===== config.mk =====
export PLATFORM = sky130hd
export DESIGN_NAME = fifo_top
export DESIGN_NICKNAME = d
export VERILOG_FILES = /design/src/hdl/fifo_pkg.sv /design/src/hdl/fifo_mem_if.sv /design/src/hdl/fifo_push_ctl.sv /design/src/hdl/fifo_pop_ctl.sv /design/src/hdl/fifo_ram.sv /design/src/hdl/fifo_top.sv
export SDC_FILE = /design/constraint.sdc
export NUM_CORES = 1
export LEC_CHECK = 0
export ABC_CLOCK_PERIOD_IN_PS = 6300
export BUFFER_PORTS_ARGS = -buffer_cell sky130_fd_sc_hd__buf_4
export CORE_MARGIN = 1.5
export CORE_UTILIZATION = 57
export DETAILED_ROUTE_END_ITERATION = 8
export PLACE_DENSITY = 0.87
export SETUP_SLACK_MARGIN = 0.5
export SLEW_MARGIN = 15
export SYNTH_ARGS = -nofsm -noshare
export SYNTH_HDL_FRONTEND = slang
export SYNTH_SLANG_ARGS = --single-unit

===== constraint.sdc =====
create_clock -name rclk -period 6.3 [get_ports rclk]
set_clock_uncertainty 0.2 [all_clocks]
set_input_delay 0.63 -clock rclk [delete_from_list [all_inputs] [get_ports rclk]]
set_output_delay 0.63 -clock rclk [all_outputs]
set_load 0.02 [all_outputs]

===== src/hdl/fifo_pkg.sv =====
package fifo_pkg;

	// Storage geometry shared by the controllers and the memory
	localparam int ADDR_W = 4;
	localparam int DEPTH = 1 << ADDR_W;
	localparam int DATA_W = 8;

	// Index into the storage array
	typedef logic [ADDR_W-1:0] addr_t;

	// The bit above the address bits flips on every wrap.
	// Equal pointers with equal wrap bits mean empty, and different wrap bits mean full
	typedef logic [ADDR_W:0] ptr_t;

	// One stored entry
	typedef logic [DATA_W-1:0] data_t;

	// Occupancy and threshold values run from 0 to DEPTH inclusive
	typedef logic [ADDR_W:0] level_t;

endpackage


===== src/hdl/fifo_mem_if.sv =====
`timescale 1ns/1ps

interface fifo_mem_if
	import fifo_pkg::*;
();

	// Write port
	logic  we;
	addr_t waddr;
	data_t wdata;

	// Read port
	logic  re;
	addr_t raddr;

	// Push controller side
	modport writer (
		output we,
		output waddr,
		output wdata
	);

	// Pop controller side
	modport reader (
		output re,
		output raddr
	);

	// The storage sees both ports
	modport store (
		input we,
		input waddr,
		input wdata,
		input re,
		input raddr
	);

endinterface


===== src/hdl/fifo_push_ctl.sv =====
`timescale 1ns/1ps

module fifo_push_ctl
	import fifo_pkg::*;
(
	input  logic       rclk,
	input  logic       rst_n,
	input  logic       wen,
	input  data_t      wr_data,
	input  level_t     upaf,
	input  ptr_t       rptr_next,
	output ptr_t       wptr_next,
	output logic       full,
	output logic       full_minus_one,
	output logic       almost_full,
	output logic       overflow,
	fifo_mem_if.writer mem
);

	ptr_t   wptr;
	logic   wr_accept;
	level_t level_next;
	level_t free_next;
	logic   full_d;
	logic   full_minus_one_d;
	logic   almost_full_d;

	// A write while full is dropped and never reaches the storage
	assign wr_accept = wen & ~full;

	assign wptr_next = wptr + ptr_t'(wr_accept);

	// The entry lands at the current pointer, which advances at the same edge
	assign mem.we    = wr_accept;
	assign mem.waddr = wptr[ADDR_W-1:0];
	assign mem.wdata = wr_data;

	// Both next pointers belong to the same edge
	// The difference is the occupancy the flags must show after that edge
	always_comb begin
		level_next = level_t'(wptr_next - rptr_next);
		free_next = level_t'(DEPTH) - level_next;
	end

	always_comb begin
		full_d = (level_next == level_t'(DEPTH));
		full_minus_one_d = (level_next == level_t'(DEPTH - 1));
		almost_full_d = (free_next < upaf);
	end

	always_ff @(posedge rclk or negedge rst_n) begin
		if (!rst_n) begin
			wptr <= '0;
		end else begin
			wptr <= wptr_next;
		end
	end

	always_ff @(posedge rclk or negedge rst_n) begin
		if (!rst_n) begin
			full <= 1'b0;
			full_minus_one <= 1'b0;
			almost_full <= 1'b0;
		end else begin
			full <= full_d;
			full_minus_one <= full_minus_one_d;
			almost_full <= almost_full_d;
		end
	end

	// Only a write attempt updates overflow
	// A dropped write sets it and an accepted one clears it
	always_ff @(posedge rclk or negedge rst_n) begin
		if (!rst_n) begin
			overflow <= 1'b0;
		end else if (wen) begin
			overflow <= full;
		end
	end

endmodule


===== src/hdl/fifo_pop_ctl.sv =====
`timescale 1ns/1ps

module fifo_pop_ctl
	import fifo_pkg::*;
(
	input  logic       rclk,
	input  logic       rst_n,
	input  logic       ren,
	input  level_t     upae,
	input  ptr_t       wptr_next,
	output ptr_t       rptr_next,
	output logic       rd_valid,
	output logic       empty,
	output logic       empty_plus_one,
	output logic       almost_empty,
	output logic       underflow,
	fifo_mem_if.reader mem
);

	ptr_t   rptr;
	logic   rd_accept;
	level_t level_next;
	logic   empty_d;
	logic   empty_plus_one_d;
	logic   almost_empty_d;

	// The read strobe is masked while empty
	// The storage never sees a read of an entry that has not been written
	assign rd_accept = ren & ~empty;

	assign rptr_next = rptr + ptr_t'(rd_accept);

	assign mem.re    = rd_accept;
	assign mem.raddr = rptr[ADDR_W-1:0];

	// Occupancy after this edge, with this edge's write and read both counted
	always_comb begin
		level_next = level_t'(wptr_next - rptr_next);
	end

	always_comb begin
		empty_d = (level_next == '0);
		empty_plus_one_d = (level_next == level_t'(1));
		almost_empty_d = (level_next < upae);
	end

	always_ff @(posedge rclk or negedge rst_n) begin
		if (!rst_n) begin
			rptr <= '0;
		end else begin
			rptr <= rptr_next;
		end
	end

	always_ff @(posedge rclk or negedge rst_n) begin
		if (!rst_n) begin
			empty <= 1'b1;
			empty_plus_one <= 1'b0;
			almost_empty <= 1'b1;
		end else begin
			empty <= empty_d;
			empty_plus_one <= empty_plus_one_d;
			almost_empty <= almost_empty_d;
		end
	end

	// The storage returns data one edge after the read, so valid follows the same way
	always_ff @(posedge rclk or negedge rst_n) begin
		if (!rst_n) begin
			rd_valid <= 1'b0;
		end else begin
			rd_valid <= rd_accept;
		end
	end

	// Only a read attempt updates underflow
	// A read while empty sets it and an accepted read clears it
	always_ff @(posedge rclk or negedge rst_n) begin
		if (!rst_n) begin
			underflow <= 1'b0;
		end else if (ren) begin
			underflow <= empty;
		end
	end

endmodule


===== src/hdl/fifo_ram.sv =====
`timescale 1ns/1ps

module fifo_ram
	import fifo_pkg::*;
(
	input  logic      rclk,
	fifo_mem_if.store mem,
	output data_t     rd_data
);

	data_t entries [DEPTH];

	// Write port stores at the edge where we is high
	always_ff @(posedge rclk) begin
		if (mem.we) begin
			entries[mem.waddr] <= mem.wdata;
		end
	end

	// The output register loads only on a read
	// Between reads it holds the last entry returned
	always_ff @(posedge rclk) begin
		if (mem.re) begin
			rd_data <= entries[mem.raddr];
		end
	end

endmodule


===== src/hdl/fifo_top.sv =====
`timescale 1ns/1ps

module fifo_top
	import fifo_pkg::*;
(
	input  logic   rclk,
	input  logic   rst_n,
	input  logic   wen,
	input  logic   ren,
	input  data_t  wr_data,
	input  level_t upaf,
	input  level_t upae,
	output data_t  rd_data,
	output logic   rd_valid,
	output logic   full,
	output logic   full_minus_one,
	output logic   almost_full,
	output logic   overflow,
	output logic   empty,
	output logic   empty_plus_one,
	output logic   almost_empty,
	output logic   underflow
);

	// Each side compares its own next pointer with the other's
	ptr_t wptr_next;
	ptr_t rptr_next;

	fifo_mem_if mem_if ();

	fifo_push_ctl push_ctl_inst (
		.rclk           (rclk),
		.rst_n          (rst_n),
		.wen            (wen),
		.wr_data        (wr_data),
		.upaf           (upaf),
		.rptr_next      (rptr_next),
		.wptr_next      (wptr_next),
		.full           (full),
		.full_minus_one (full_minus_one),
		.almost_full    (almost_full),
		.overflow       (overflow),
		.mem            (mem_if.writer)
	);

	fifo_pop_ctl pop_ctl_inst (
		.rclk           (rclk),
		.rst_n          (rst_n),
		.ren            (ren),
		.upae           (upae),
		.wptr_next      (wptr_next),
		.rptr_next      (rptr_next),
		.rd_valid       (rd_valid),
		.empty          (empty),
		.empty_plus_one (empty_plus_one),
		.almost_empty   (almost_empty),
		.underflow      (underflow),
		.mem            (mem_if.reader)
	);

	fifo_ram ram_inst (
		.rclk    (rclk),
		.mem     (mem_if.store),
		.rd_data (rd_data)
	);

endmodule


==> results.py <==
metrics = {
    "worst_setup_path": {
        "cp_cell_sequence": "nor2b_1 -> ha_1 -> ha_1 -> inv_1 -> ha_1 -> a221o_2 -> o21ai_0 -> xor2_1 -> and3b_1 -> ha_1 -> ha_1 -> a21oi_1",
        "cp_slowest_stage_delay_ps": 820,
        "critical-path-slowest-cell": "sky130_fd_sc_hd__nor2b_1",
        "critPathMostFrequentCell": "sky130_fd_sc_hd__ha_1",
        "setup.worst_path.class": "reg -> reg",
        "cp_data_arrival_time_ps": 4490,
        "timing.critical_path.max_delay_family": "adder cells",
        "endpoint_kind": "register",
        "critPathRequiredTime_ps": 6550,
        "timing.critical_path.buf_inv": 1,
        "cp_max_fo": 10,
        "timing.critical_path.from_type": "register",
    },
    "floorplanning": {
        "starting_density_of_the_core": 0.5808,
        "dieHeight_um": 107.9,
        "core-area_um2": 10790,
        "ios": 39,
        "design.die.area_um2": 11640,
        "rows": 38,
        "chipWidth_um": 107.9,
    },
    "synth": {
        "ys_warn_count": 0,
        "yosys_register_bits": 155,
        "synth_area_um2": 6269,
        "most_used_flip_flop_cell_after_synthesis": "sky130_fd_sc_hd__edfxtp_1",
        "post-synth-top-count-cell": "sky130_fd_sc_hd__edfxtp_1",
        "synth_edf_count": 136,
        "ys_async_sr_fraction": 0.1226,
        "yosys.cell_types.count": 30,
        "synth.top_cell.area_share": 0.6515,
        "synthesis.instances": 306,
        "synth_top_cells_by_count": "136 x sky130_fd_sc_hd__edfxtp_1, 40 x sky130_fd_sc_hd__mux4_2, 20 x sky130_fd_sc_hd__ha_1, 18 x sky130_fd_sc_hd__inv_1, 17 x sky130_fd_sc_hd__dfrtp_1",
        "synth_seq_area_share": 0.7277,
        "synth.avg_cell_area_um2": 20.49,
        "synth_top_area_cell": "sky130_fd_sc_hd__edfxtp_1",
        "synthTopCellsByArea": "sky130_fd_sc_hd__edfxtp_1 65%, sky130_fd_sc_hd__mux4_2 14%, sky130_fd_sc_hd__dfrtp_1 6.8%",
        "synth_fp_nets": 349,
    },
    "route": {
        "num_vias": 3013,
        "finalWirelength_mm": 11.74,
        "routed_wire_length_per_instance_um": 23.01,
        "drt-initial-drc-count": 221,
        "drt.antenna.violating_nets": 0,
        "viasPerCell": 5.908,
        "drc": 0,
        "drtPass1Iterations": 4,
    },
    "global_routing": {
        "grt.met1_usage": 0.3005,
        "grt_use_met3": 0.04903,
        "number_of_antenna_violations_at_the_first_check_in_global_routing": 0,
        "first_global_vias": 3189,
        "grt_overflow_total": 0,
        "grt_max_degree": 35,
        "use_met2": 0.3731,
        "total_grt_usage": 0.2286,
        "global_route_wire_length_before_repair_mm": 18.46,
        "top_usage_layer": "met2",
    },
    "clock_network": {
        "tritoncts": "built",
        "cts_buffer_depth": 2,
        "post-cts-setup-buffer-count": 0,
        "cts_made_buffers": 17,
        "root_buffer": "sky130_fd_sc_hd__clkbuf_8",
        "h-tree-depth": 4,
        "clkLatencyLatePin_ps": 520,
        "tritoncts_sink_count": 155,
        "clk_pin_slew_worst_paths_ps": 60,
    },
    "job": {
        "timing.max_cap.violations": 0,
    },
    "timing": {
        "setup-tns-final_ps": 0,
        "number_of_pins_with_negative_max_slew_slack_in_the_final_report": 0,
        "finalHoldViolCount": 0,
        "worst-slew-pin-transition_ps": 1075,
        "finalWorstPathRequiredPeriod_ps": 4240,
        "fmax_mhz": 235.9,
        "slew-limit-headroom": 0.2817,
        "final_layout_worst_hold_slack_ps": 177.9,
        "rsz0062_at_grt": "false",
        "final.period_utilization": 0.6730,
        "setup_viol_count_final": 0,
    },
    "place": {
        "placement.io_buffers": 38,
        "dp_hpwl_mm": 7.576,
        "gp_routability_congestion": 0.7665,
    },
    "finish": {
        "synthToLayoutAreaGrowth_pct": 16.77,
        "final_net_count": 400,
        "register_area_um2": 4563,
        "multiInputGateArea_um2": 1612,
        "post_route_cells_drive_above_1_share": 0.3297,
        "count_of_filler_cells_inserted_in_the_layout": 648,
        "antenna_cells": 0,
    },
    "hold_path": {
        "timing.hold.worst.class": "in -> reg",
    },
    "power_and_ir_drop": {
        "power.ir.vdd_worst_mv": 0.5019,
        "static-leakage-power_nw": 2.609,
        "p_per_area_nw_per_um2": 539.6,
    },
    "outcome": {
        "outcome": "finished clean",
    },
}
==> metal layers <==
| layer | vias up | wire (um) |
|---|---|---|
| met5 | - | 0 |
| met4 | 0 | 198 |
| met3 | 17 | 733 |
| li1 | 1327 | - |
| met2 | 116 | 6148 |
| met1 | 1553 | 4655 |
==> final cells by class <==
type                    instances  share of cell area
inverters                      18            0.009231
multi-input cells             123              0.2202
flip-flops and latches        155              0.6234
clock inverters                13             0.02222
well taps                     140             0.02393
clock buffers                  19             0.05761
repair buffers                 42             0.04342
==> through the flow <==
stage          area (um^2)  setup slack (ps)  utilization  instances  total power [mW]
2_1_floorplan         6269              2408            -        306             2.542
3_3_place_gp          6710              1984       0.6217        477             2.838
3_5_place_dp          6720              1730       0.6227        477             2.953
4_1_cts               7315              2071       0.6777        510             3.974
5_1_grt               7320              1785       0.6782        510             4.181
6_report              7320              2060       0.6782        510             3.950
==> state kept, by name, summed over array words and instances (netlist names), 5 cells and up <==
| signal | count |
|---|---|
| pop_ctl_inst.rptr | 5 |
| push_ctl_inst.wptr | 5 |
| ram_inst.entries | 128 |
| ram_inst.rd_data | 8 |
==> repair_timing <==
action,CTS,global route
gates resized for setup,0,0
hold buffers,1,0
endpoints found under the setup margin,0,0
endpoints found under the hold margin,17,0
==> path summary, 6_finish.rpt <==
check | startpoint | to | slack, ps | cells after the start
worst max-delay path | pop_ctl_inst.empty$_DFF_PN1_ | push_ctl_inst.almost_full$_DFF_PN0_ | 2060 | 12
worst min-delay path | ren | pop_ctl_inst.underflow$_DFFE_PN0P_ | 180 | 2
worst max register to register | pop_ctl_inst.empty$_DFF_PN1_ | push_ctl_inst.almost_full$_DFF_PN0_ | 2060 | 12
worst min register to register | push_ctl_inst.wptr[4]$_DFF_PN0_ | push_ctl_inst.wptr[4]$_DFF_PN0_ | 300 | 1
max in group asynchronous | rst_n | pop_ctl_inst.empty$_DFF_PN1_ | 5300 | 2
min in group asynchronous | rst_n | pop_ctl_inst.rd_valid$_DFF_PN0_ | 330 | 2
==> where the power goes <==
| group | internal (mW) | total [mW] | switching [mW] |
|---|---|---|---|
| clock network | 0.606 | 1.01 | 0.399 |
| registers | 1.31 | 1.41 | 0.106 |
| logic | 0.735 | 1.53 | 0.796 |
| total | 2.65 | 3.95 | 1.30 |
==> cells in the final DEF, fill, tap and decap left out, types with 4 or more instances in the layout <==
| master | Yosys | routed |
|---|---|---|
| sky130_fd_sc_hd__clkbuf_16 | 0 | 16 |
| sky130_fd_sc_hd__nor2_1 | 12 | 12 |
| sky130_fd_sc_hd__edfxtp_1 | 136 | 136 |
| sky130_fd_sc_hd__inv_6 | 0 | 4 |
| sky130_fd_sc_hd__mux4_2 | 40 | 40 |
| sky130_fd_sc_hd__inv_1 | 18 | 18 |
| sky130_fd_sc_hd__buf_4 | 0 | 41 |
| sky130_fd_sc_hd__dfrtp_1 | 17 | 16 |
| sky130_fd_sc_hd__nand2b_1 | 4 | 4 |
| sky130_fd_sc_hd__ha_1 | 20 | 20 |
| sky130_fd_sc_hd__nand3_1 | 5 | 5 |
| sky130_fd_sc_hd__xnor2_1 | 8 | 8 |
==> worst register-to-register path, cell delays in order, from the launching register on <==
cell and delay, ps:
sky130_fd_sc_hd__dfstp_2 380, sky130_fd_sc_hd__nor2b_1 820, sky130_fd_sc_hd__ha_1 340, sky130_fd_sc_hd__ha_1 260
sky130_fd_sc_hd__inv_1 120, sky130_fd_sc_hd__ha_1 250, sky130_fd_sc_hd__a221o_2 380, sky130_fd_sc_hd__o21ai_0 120
sky130_fd_sc_hd__xor2_1 400, sky130_fd_sc_hd__and3b_1 270, sky130_fd_sc_hd__ha_1 250, sky130_fd_sc_hd__ha_1 280
sky130_fd_sc_hd__a21oi_1 120
==> cells by family (layout without fill, tap and decap cells) <==
kind of cell | Yosys count | in the layout | share of synthesized area
flops | 155 | 155 | 0.7277
mux | 42 | 42 | 0.1473
simple gates | 36 | 36 | 0.03074
buf+inv | 28 | 92 | 0.01756
fa+ha+maj | 22 | 22 | 0.04471
xor+xnor | 12 | 12 | 0.02056
compound gates | 11 | 11 | 0.01137
Note: power is estimated with default switching activity, not from simulation.
